[src/logic/net_pkg.sv]
/* network types, protocol constants and header lengths
   shared by the transmit path */

package net_pkg;

  // ------------------------------
  // field types
  // ------------------------------
  typedef logic [47:0] mac_addr_t;
  typedef logic [31:0] ip_addr_t;
  typedef logic [15:0] udp_port_t;
  typedef logic [7:0]  byte_t;
  typedef logic [15:0] pay_len_t;

  // ------------------------------
  // ethertypes
  // ------------------------------
  localparam logic [15:0] ETHERTYPE_ARP  = 16'h0806;
  localparam logic [15:0] ETHERTYPE_IPV4 = 16'h0800;

  // ------------------------------
  // header lengths in bytes
  // ------------------------------
  localparam pay_len_t ETH_HDR_LEN  = 16'd14;
  localparam pay_len_t IP_HDR_LEN   = 16'd20;
  localparam pay_len_t UDP_HDR_LEN  = 16'd8;
  localparam pay_len_t ARP_BODY_LEN = 16'd28;

  // ------------------------------
  // ipv4 / udp fields
  // ------------------------------
  // version 4, five header words
  localparam byte_t     IP_VER_IHL     = 8'h45;
  localparam byte_t     IP_TTL         = 8'd128;
  localparam byte_t     IP_PROTO_UDP   = 8'd17;
  localparam udp_port_t LOCAL_UDP_PORT = 16'd1024;

  // ------------------------------
  // arp fields
  // ------------------------------
  // ethernet hardware type
  localparam logic [15:0] ARP_HTYPE_ETH  = 16'h0001;
  localparam byte_t       ARP_HLEN       = 8'd6;
  localparam byte_t       ARP_PLEN       = 8'd4;
  localparam logic [15:0] ARP_OPER_REPLY = 16'd2;

endpackage
[src/logic/tx_source_if.sv]
/* link between one frame source and the frame multiplexer */

`timescale 1ns/1ps

interface tx_source_if
  import net_pkg::*;
();

  // source has a frame waiting
  logic      request;
  // one-cycle grant from the mux
  logic      enable;
  // high while the source streams bytes
  logic      active;
  byte_t     data;
  // ethernet destination for the waiting frame
  mac_addr_t dest_mac;

  modport source (
    output request,
    output active,
    output data,
    output dest_mac,
    input  enable
  );

  modport mux (
    input  request,
    input  active,
    input  data,
    input  dest_mac,
    output enable
  );

endinterface

[src/logic/net_tx_top.sv]
/* ethernet transmit top level
   arp reply and udp/ipv4 sources feeding the frame multiplexer */

`timescale 1ns/1ps

module net_tx_top
  import net_pkg::*;
(
  input  logic      tx_clock,
  input  logic      rst_n,
  // local addresses
  input  mac_addr_t local_mac,
  input  ip_addr_t  local_ip,
  // arp query from the receive side
  input  logic      arp_query,
  input  mac_addr_t query_mac,
  input  ip_addr_t  query_ip,
  // udp request
  input  logic      udp_tx_request,
  input  pay_len_t  udp_tx_length,
  input  mac_addr_t udp_dest_mac,
  input  ip_addr_t  udp_dest_ip,
  input  udp_port_t udp_dest_port,
  // udp payload
  input  byte_t     udp_tx_data,
  output logic      udp_tx_enable,
  // frame output
  output logic      frame_valid,
  output byte_t     frame_data
);

  tx_source_if arp_src ();
  tx_source_if udp_src ();

  // ------------------------------
  // frame sources
  // ------------------------------
  arp_reply_builder arp_i (
    .tx_clock  (tx_clock),
    .rst_n     (rst_n),
    .arp_query (arp_query),
    .query_mac (query_mac),
    .query_ip  (query_ip),
    .local_mac (local_mac),
    .local_ip  (local_ip),
    .src       (arp_src.source)
  );

  udp_ip_builder udp_i (
    .tx_clock       (tx_clock),
    .rst_n          (rst_n),
    .udp_tx_request (udp_tx_request),
    .udp_tx_length  (udp_tx_length),
    .udp_dest_mac   (udp_dest_mac),
    .udp_dest_ip    (udp_dest_ip),
    .udp_dest_port  (udp_dest_port),
    .local_ip       (local_ip),
    .udp_tx_data    (udp_tx_data),
    .udp_tx_enable  (udp_tx_enable),
    .src            (udp_src.source)
  );

  // ------------------------------
  // ethernet framing
  // ------------------------------
  frame_mux mux_i (
    .tx_clock    (tx_clock),
    .rst_n       (rst_n),
    .local_mac   (local_mac),
    .arp_src     (arp_src.mux),
    .udp_src     (udp_src.mux),
    .frame_valid (frame_valid),
    .frame_data  (frame_data)
  );

endmodule

[src/logic/frame_mux.sv]
/* frame multiplexer
   arbitrates arp and udp, adds the ethernet header, forwards the body */

`timescale 1ns/1ps

module frame_mux
  import net_pkg::*;
(
  input  logic      tx_clock,
  input  logic      rst_n,
  input  mac_addr_t local_mac,
  tx_source_if.mux  arp_src,
  tx_source_if.mux  udp_src,
  output logic      frame_valid,
  output byte_t     frame_data
);

  typedef enum logic [1:0] {
    M_IDLE,
    M_HEADER,
    M_BODY
  } mux_state_t;

  mux_state_t   state;
  logic         sel_arp;
  logic [3:0]   hdr_cnt;
  logic         hdr_last;
  mac_addr_t    sel_mac;
  logic [15:0]  sel_type;
  logic [111:0] hdr_sh;
  logic         src_active;
  byte_t        src_data;

  // ------------------------------
  // selected source
  // ------------------------------
  assign sel_mac    = sel_arp ? arp_src.dest_mac : udp_src.dest_mac;
  assign sel_type   = sel_arp ? ETHERTYPE_ARP : ETHERTYPE_IPV4;
  assign src_active = sel_arp ? arp_src.active : udp_src.active;
  assign src_data   = sel_arp ? arp_src.data : udp_src.data;

  // header byte at hdr_cnt moved to the top
  assign hdr_sh   = {sel_mac, local_mac, sel_type} << {hdr_cnt, 3'b000};
  assign hdr_last = (hdr_cnt == 4'(ETH_HDR_LEN - 16'd1));

  // grant while the last header byte is loaded
  // so the first source byte follows it directly
  assign arp_src.enable = (state == M_HEADER) && hdr_last && sel_arp;
  assign udp_src.enable = (state == M_HEADER) && hdr_last && !sel_arp;

  // ------------------------------
  // state machine
  // ------------------------------
  always_ff @(posedge tx_clock or negedge rst_n) begin
    if (!rst_n) begin
      state       <= M_IDLE;
      sel_arp     <= 1'b0;
      hdr_cnt     <= 4'd0;
      frame_valid <= 1'b0;
    end else begin
      case (state)
        M_IDLE: begin
          frame_valid <= 1'b0;
          // arp wins a tie
          if (arp_src.request || udp_src.request) begin
            sel_arp <= arp_src.request;
            hdr_cnt <= 4'd0;
            state   <= M_HEADER;
          end
        end
        M_HEADER: begin
          frame_valid <= 1'b1;
          hdr_cnt     <= hdr_cnt + 4'd1;
          if (hdr_last) begin
            state <= M_BODY;
          end
        end
        M_BODY: begin
          // frame ends when the source drops active
          frame_valid <= src_active;
          if (!src_active) begin
            state <= M_IDLE;
          end
        end
        default:
          state <= M_IDLE;
      endcase
    end
  end

  // output byte register
  always_ff @(posedge tx_clock) begin
    frame_data <= (state == M_BODY) ? src_data : hdr_sh[111:104];
  end

endmodule

[src/logic/udp_ip_builder.sv]
/* udp/ipv4 builder
   header checksum, ipv4 and udp headers, then the user payload */

`timescale 1ns/1ps

module udp_ip_builder
  import net_pkg::*;
(
  input  logic      tx_clock,
  input  logic      rst_n,
  input  logic      udp_tx_request,
  input  pay_len_t  udp_tx_length,
  input  mac_addr_t udp_dest_mac,
  input  ip_addr_t  udp_dest_ip,
  input  udp_port_t udp_dest_port,
  input  ip_addr_t  local_ip,
  input  byte_t     udp_tx_data,
  output logic      udp_tx_enable,
  tx_source_if.source src
);

  typedef enum logic [1:0] {
    U_IDLE,
    U_CSUM,
    U_REQ,
    U_SEND
  } udp_state_t;

  udp_state_t   state;
  logic [16:0]  cnt;
  logic [16:0]  send_last;
  pay_len_t     len;
  mac_addr_t    dmac;
  ip_addr_t     dip;
  ip_addr_t     lip;
  udp_port_t    dport;
  logic [15:0]  csum;
  pay_len_t     total_len;
  pay_len_t     udp_len;
  logic [223:0] hdr_sh;

  // inverted ones complement sum of the ipv4 header words
  // id, flags/fragment and the checksum word are zero
  function automatic logic [15:0] ip_checksum(input pay_len_t tot, input ip_addr_t sa,
                                              input ip_addr_t da);
    logic [19:0] acc;
    acc = {4'h0, IP_VER_IHL, 8'h00} + {4'h0, tot} + {4'h0, IP_TTL, IP_PROTO_UDP}
        + {4'h0, sa[31:16]} + {4'h0, sa[15:0]} + {4'h0, da[31:16]} + {4'h0, da[15:0]};
    // fold carries back twice
    acc = {4'h0, acc[15:0]} + {16'h0, acc[19:16]};
    acc = {4'h0, acc[15:0]} + {16'h0, acc[19:16]};
    return ~acc[15:0];
  endfunction

  assign total_len = len + IP_HDR_LEN + UDP_HDR_LEN;
  assign udp_len   = len + UDP_HDR_LEN;
  // 28 header bytes ahead of the payload
  assign send_last = {1'b0, len} + 17'(IP_HDR_LEN + UDP_HDR_LEN) - 17'd1;

  // ------------------------------
  // control
  // ------------------------------
  always_ff @(posedge tx_clock or negedge rst_n) begin
    if (!rst_n) begin
      state <= U_IDLE;
      cnt   <= 17'd0;
    end else begin
      case (state)
        U_IDLE:
          if (udp_tx_request) begin
            state <= U_CSUM;
          end
        U_CSUM:
          state <= U_REQ;
        U_REQ:
          if (src.enable) begin
            state <= U_SEND;
            cnt   <= 17'd0;
          end
        U_SEND: begin
          cnt <= cnt + 17'd1;
          if (cnt == send_last) begin
            state <= U_IDLE;
          end
        end
        default:
          state <= U_IDLE;
      endcase
    end
  end

  // request fields and the checksum one cycle later
  always_ff @(posedge tx_clock) begin
    if (state == U_IDLE && udp_tx_request) begin
      len   <= udp_tx_length;
      dmac  <= udp_dest_mac;
      dip   <= udp_dest_ip;
      dport <= udp_dest_port;
      lip   <= local_ip;
    end
    if (state == U_CSUM) begin
      csum <= ip_checksum(total_len, lip, dip);
    end
  end

  // ------------------------------
  // byte stream
  // ------------------------------
  // ipv4 header then udp header with a zero udp checksum
  assign hdr_sh = {IP_VER_IHL, 8'h00, total_len, 16'h0000, 16'h0000,
                   IP_TTL, IP_PROTO_UDP, csum, lip, dip,
                   LOCAL_UDP_PORT, dport, udp_len, 16'h0000} << {cnt[4:0], 3'b000};

  // user sees this on the last header byte so the payload follows directly
  assign udp_tx_enable = (state == U_SEND) &&
                         (cnt == 17'(IP_HDR_LEN + UDP_HDR_LEN - 16'd1));

  assign src.request  = (state == U_REQ);
  assign src.active   = (state == U_SEND);
  assign src.data     = (cnt < 17'(IP_HDR_LEN + UDP_HDR_LEN)) ? hdr_sh[223:216] : udp_tx_data;
  assign src.dest_mac = dmac;

endmodule

[src/logic/arp_reply_builder.sv]
/* arp reply builder
   latches one query and streams the 28-byte reply body */

`timescale 1ns/1ps

module arp_reply_builder
  import net_pkg::*;
(
  input  logic      tx_clock,
  input  logic      rst_n,
  input  logic      arp_query,
  input  mac_addr_t query_mac,
  input  ip_addr_t  query_ip,
  input  mac_addr_t local_mac,
  input  ip_addr_t  local_ip,
  tx_source_if.source src
);

  logic       pending;
  logic       active;
  logic [4:0] cnt;
  logic       take_query;
  mac_addr_t  q_mac;
  ip_addr_t   q_ip;
  logic [223:0] body_sh;

  // queries are taken only while no reply is granted or running
  assign take_query = arp_query && !active && !src.enable;

  // ------------------------------
  // control
  // ------------------------------
  always_ff @(posedge tx_clock or negedge rst_n) begin
    if (!rst_n) begin
      pending <= 1'b0;
      active  <= 1'b0;
      cnt     <= 5'd0;
    end else begin
      if (src.enable) begin
        // grant seen, start streaming next cycle
        pending <= 1'b0;
        active  <= 1'b1;
        cnt     <= 5'd0;
      end else if (active) begin
        cnt <= cnt + 5'd1;
        if (cnt == 5'(ARP_BODY_LEN - 16'd1)) begin
          active <= 1'b0;
        end
      end
      // later query before service just overwrites
      if (take_query) begin
        pending <= 1'b1;
      end
    end
  end

  // querier addresses
  always_ff @(posedge tx_clock) begin
    if (take_query) begin
      q_mac <= query_mac;
      q_ip  <= query_ip;
    end
  end

  // ------------------------------
  // reply body, big endian
  // ------------------------------
  // current byte shifted to the top
  assign body_sh = {ARP_HTYPE_ETH, ETHERTYPE_IPV4, ARP_HLEN, ARP_PLEN, ARP_OPER_REPLY,
                    local_mac, local_ip, q_mac, q_ip} << {cnt, 3'b000};

  assign src.request  = pending;
  assign src.active   = active;
  assign src.data     = body_sh[223:216];
  assign src.dest_mac = q_mac;

endmodule

[config.mk]
export PLATFORM = sky130hd
export DESIGN_NAME = net_tx_top
export DESIGN_NICKNAME = d
export VERILOG_FILES = /design/src/logic/net_pkg.sv /design/src/logic/tx_source_if.sv /design/src/logic/net_tx_top.sv /design/src/logic/frame_mux.sv /design/src/logic/udp_ip_builder.sv /design/src/logic/arp_reply_builder.sv
export SDC_FILE = /design/constraint.sdc
export NUM_CORES = 1
export LEC_CHECK = 0
export BUFFER_PORTS_ARGS = -buffer_cell sky130_fd_sc_hd__buf_2
export CORE_MARGIN = 2
export CORE_UTILIZATION = 45
export CTS_BUF_LIST = sky130_fd_sc_hd__clkbuf_4 sky130_fd_sc_hd__clkbuf_8
export CTS_CLUSTER_SIZE = 10
export DETAILED_ROUTE_END_ITERATION = 8
export PLACE_DENSITY_LB_ADDON = 0.1
export SLEW_MARGIN = 5
export SYNTH_ARGS = -nofsm -noshare
export SYNTH_HDL_FRONTEND = slang
export SYNTH_SLANG_ARGS = --single-unit
[constraint.sdc]
create_clock -name tx_clock -period 9.85 [get_ports tx_clock]
set_input_delay 2.955 -clock tx_clock [delete_from_list [all_inputs] [get_ports tx_clock]]
set_output_delay 2.955 -clock tx_clock [all_outputs]
set_load 0.005 [all_outputs]
==> results.json <==
{
  "status": "finished, final reports clean",
  "cap_viol_max_count": 0,
  "max_stage_delay_ns": 0.61,
  "cts_buffers": 49,
  "grt_pass1_wl_mm": 77.62,
  "root_buffer": "clkbuf_8",
  "period_share_pct": 93.05,
  "clock_sinks": 282,
  "gp_congestion": 0.9247,
  "worstMarginPinSlew_ns": 1.072,
  "nets": 2041,
  "core_area_um2": 37580,
  "rows": 71,
  "clkLatencyLatePin_ns": 0.64,
  "finalSetupTns_ns": 0,
  "post-route-drc-count": 0,
  "dieHeight_um": 199.2,
  "path_class": "reg2reg",
  "maxSlewHeadroom_pct": 28.53,
  "cp_num_buf_inv": 5,
  "vias": 12309,
  "yosysWarnings": 0,
  "synth_seq_area_share_pct": 47.92,
  "hold_violations": 0,
  "via_per_inst": 5.595,
  "yosys-top-cells-area": "edfxtp_1 42%, mux4_2 12%, fa_1 5.7%, dfrtp_1 5.0%, ha_1 4.5%",
  "synth_edf_count": 240,
  "cp_max_fo": 5,
  "cp-start-kind": "flop",
  "wl_per_cell_um": 23.56,
  "antenna_left": 0,
  "grt_max_degree": 81,
  "finish.utilization_pct": 53.72,
  "rsz0062_at_grt": "no",
  "fmax_mhz": 109.1,
  "wl_mm": 51.83,
  "cts_htree_levels": 2,
  "antenna_found_initial": 7,
  "port-buffer-count": 293,
  "cp_slowest_cell": "or4_4",
  "cts_tree": "yes",
  "syn_inst": 1353,
  "grt_remaining_overflow": 0,
  "area_growth_pct": 17.72,
  "drtIter0Drc": 926,
  "grt_pass1_vias": 12691,
  "hp-class": "reg2reg",
  "layout-drive-gt1-share_pct": 32.17,
  "maxSlewViolCount": 0,
  "syn_nets": 1748,
  "required_ns": 10.21,
  "async_reset_ff_share_pct": 12.06,
  "end_kind": "flop",
  "synth_top_cell_area_share_pct": 42.03,
  "synth_seq_cells": 282,
  "grt_usage_pct": 26.87,
  "cp.arrival_ns": 9.52,
  "dp_hpwl_mm": 40.31,
  "die_area_um2": 39690,
  "syn_avg_cell_area_um2": 12.67,
  "fin_skew_ns": 0.03365,
  "first_pass_iters": 6,
  "crit_family": "adder cells",
  "synth-main-ff-cell": "edfxtp_1",
  "clkSlewWorstSetupHoldPaths_ns": 0.06,
  "clk_path_buf_depth": 3,
  "syn_area_um2": 17150,
  "setup_viol": 0,
  "min_period_ns": 9.165,
  "io_pins": 294,
  "die-width_um": 199.2,
  "holdBufCountCts": 0,
  "initial_core_util_pct": 45.64,
  "ys_types": 84,
  "post-synth-top-area-cell": "edfxtp_1"
}
==> logic make-up after synthesis <==
group / count (synthesis) / synth area share [%]
and+or+nand+nor: 308 / 8.682
DFF: 282 / 47.92
AOI/OAI and AO/OA: 233 / 9.303
buffers and inverters: 184 / 4.115
muxes: 133 / 14.35
adders and majority gates: 111 / 10.24
xor gates and xnor gates: 102 / 5.385
==> through the flow <==
step	instances	hold WS, ns	setup WS [ns]	area (um2)
3_3_place_gp	2101	0.4795	0.5576	19120
4_1_cts	2191	0.5070	0.2260	20090
6_report	2200	0.4925	0.6847	20190
5_1_grt	2199	0.5187	0.002555	20190
2_1_floorplan	1353	0.4703	0.5002	17150
3_5_place_dp	2101	0.4940	0.2479	19120
==> area by class of cell <==
| cell class | count | area [um2] |
|---|---|---|
| well taps | 511 | 639.4 |
| clock buffers | 66 | 814.5 |
| repair buffers | 318 | 1654 |
| diodes | 4 | 10.01 |
| flip-flops and latches | 282 | 8227 |
| inverters | 108 | 405.4 |
| multi-input cells | 887 | 8284 |
| clock inverters | 24 | 153.9 |
| fillers | 3280 | 17390 |
==> worst paths after layout <==
path                       slack (ns)  depth (start not counted)               from           endpoint
max                              0.68                         39       udp_i.len[3]     udp_i.csum[15]
min in group asynchronous        2.41                          1              rst_n  arp_i.src.request
min                              0.49                          2  mux_i.frame_valid  mux_i.frame_valid
max in group asynchronous        6.85                          1              rst_n       arp_i.cnt[0]
max reg2reg                      0.68                         39       udp_i.len[3]     udp_i.csum[15]
min reg2reg                      0.49                          2  mux_i.frame_valid  mux_i.frame_valid
==> layout by cell type, fill, tap and decap left out, types with 6 or more instances in the layout <==
master	synthesis	layout
a211oi_1	12	12
a21oi_1	65	65
a221oi_1	10	10
a22o_1	6	6
and3_1	10	10
buf_2	11	293
buf_4	0	25
clkbuf_4	0	15
clkbuf_8	0	51
clkinv_1	0	11
clkinv_2	0	8
dfrtp_1	34	29
dfxtp_1	8	8
edfxtp_1	240	240
fa_1	49	49
ha_1	62	60
inv_1	108	108
mux2_2	12	12
mux2i_1	31	31
mux4_2	89	89
nand2_1	90	90
nand2b_1	16	16
nand3_1	33	31
nand4_1	11	11
nor2_1	82	82
nor2b_1	9	9
nor3_1	19	17
nor4_1	6	6
o211ai_1	9	9
o21ai_0	46	45
o22ai_1	13	13
xnor2_1	44	44
xor2_1	54	53
==> registers in the layout, indices dropped and copies added, names as in the netlist <==
register	cells
mux_i.hdr_cnt	4
arp_i.src.request	1
udp_i.src.dest_mac	48
arp_i.src.dest_mac	48
udp_i.dip	32
mux_i.state	2
mux_i.frame_valid	1
udp_i.cnt	17
udp_i.csum	16
udp_i.state	2
udp_i.dport	16
udp_i.lip	32
mux_i.sel_arp	1
arp_i.src.active	1
mux_i.frame_data	8
udp_i.len	16
arp_i.cnt	5
arp_i.q_ip	32
==> routing by layer <==
layer / track usage [%] / vias up / part of all wire (%)
met1: 35.01 / 6142 / 41
met2: 45.67 / 441 / 50
met4: 7.822 / 6 / 2.3
li1: - / 5641 / -
met3: 5.266 / 79 / 6.5
met5: 0 / - / 0.058
==> cell usage after synthesis (all sizes together), types with 31 or more instances <==
master  instances
mux2i          31
inv           108
nand2          91
nand3          33
clkbuf         54
a21oi          68
o21ai          51
ha             62
xnor2          47
dfrtp          34
mux4           89
xor2           55
fa             49
nor2           82
edfxtp        240
==> timing repair <==
action                     in CTS  in global routing
resized for setup               0                 10
setup buffers                   0                  5
setup endpoints to repair       0                  8
==> worst register-to-register path: cells and delay by family (launching register included) <==
kind                     cells  cell delay (ns)
buffers and inverters        5             0.41
adder cells (fa/ha/maj)      9             3.20
flip-flops                   1             0.34
XOR/XNOR                     4             0.73
AO/OA/AOI/OAI                8             1.36
AND/OR/NAND/NOR             13             2.86
Power is not shown: default switching activity piles up to over one toggle a cycle in this logic, so the estimate is an artifact.
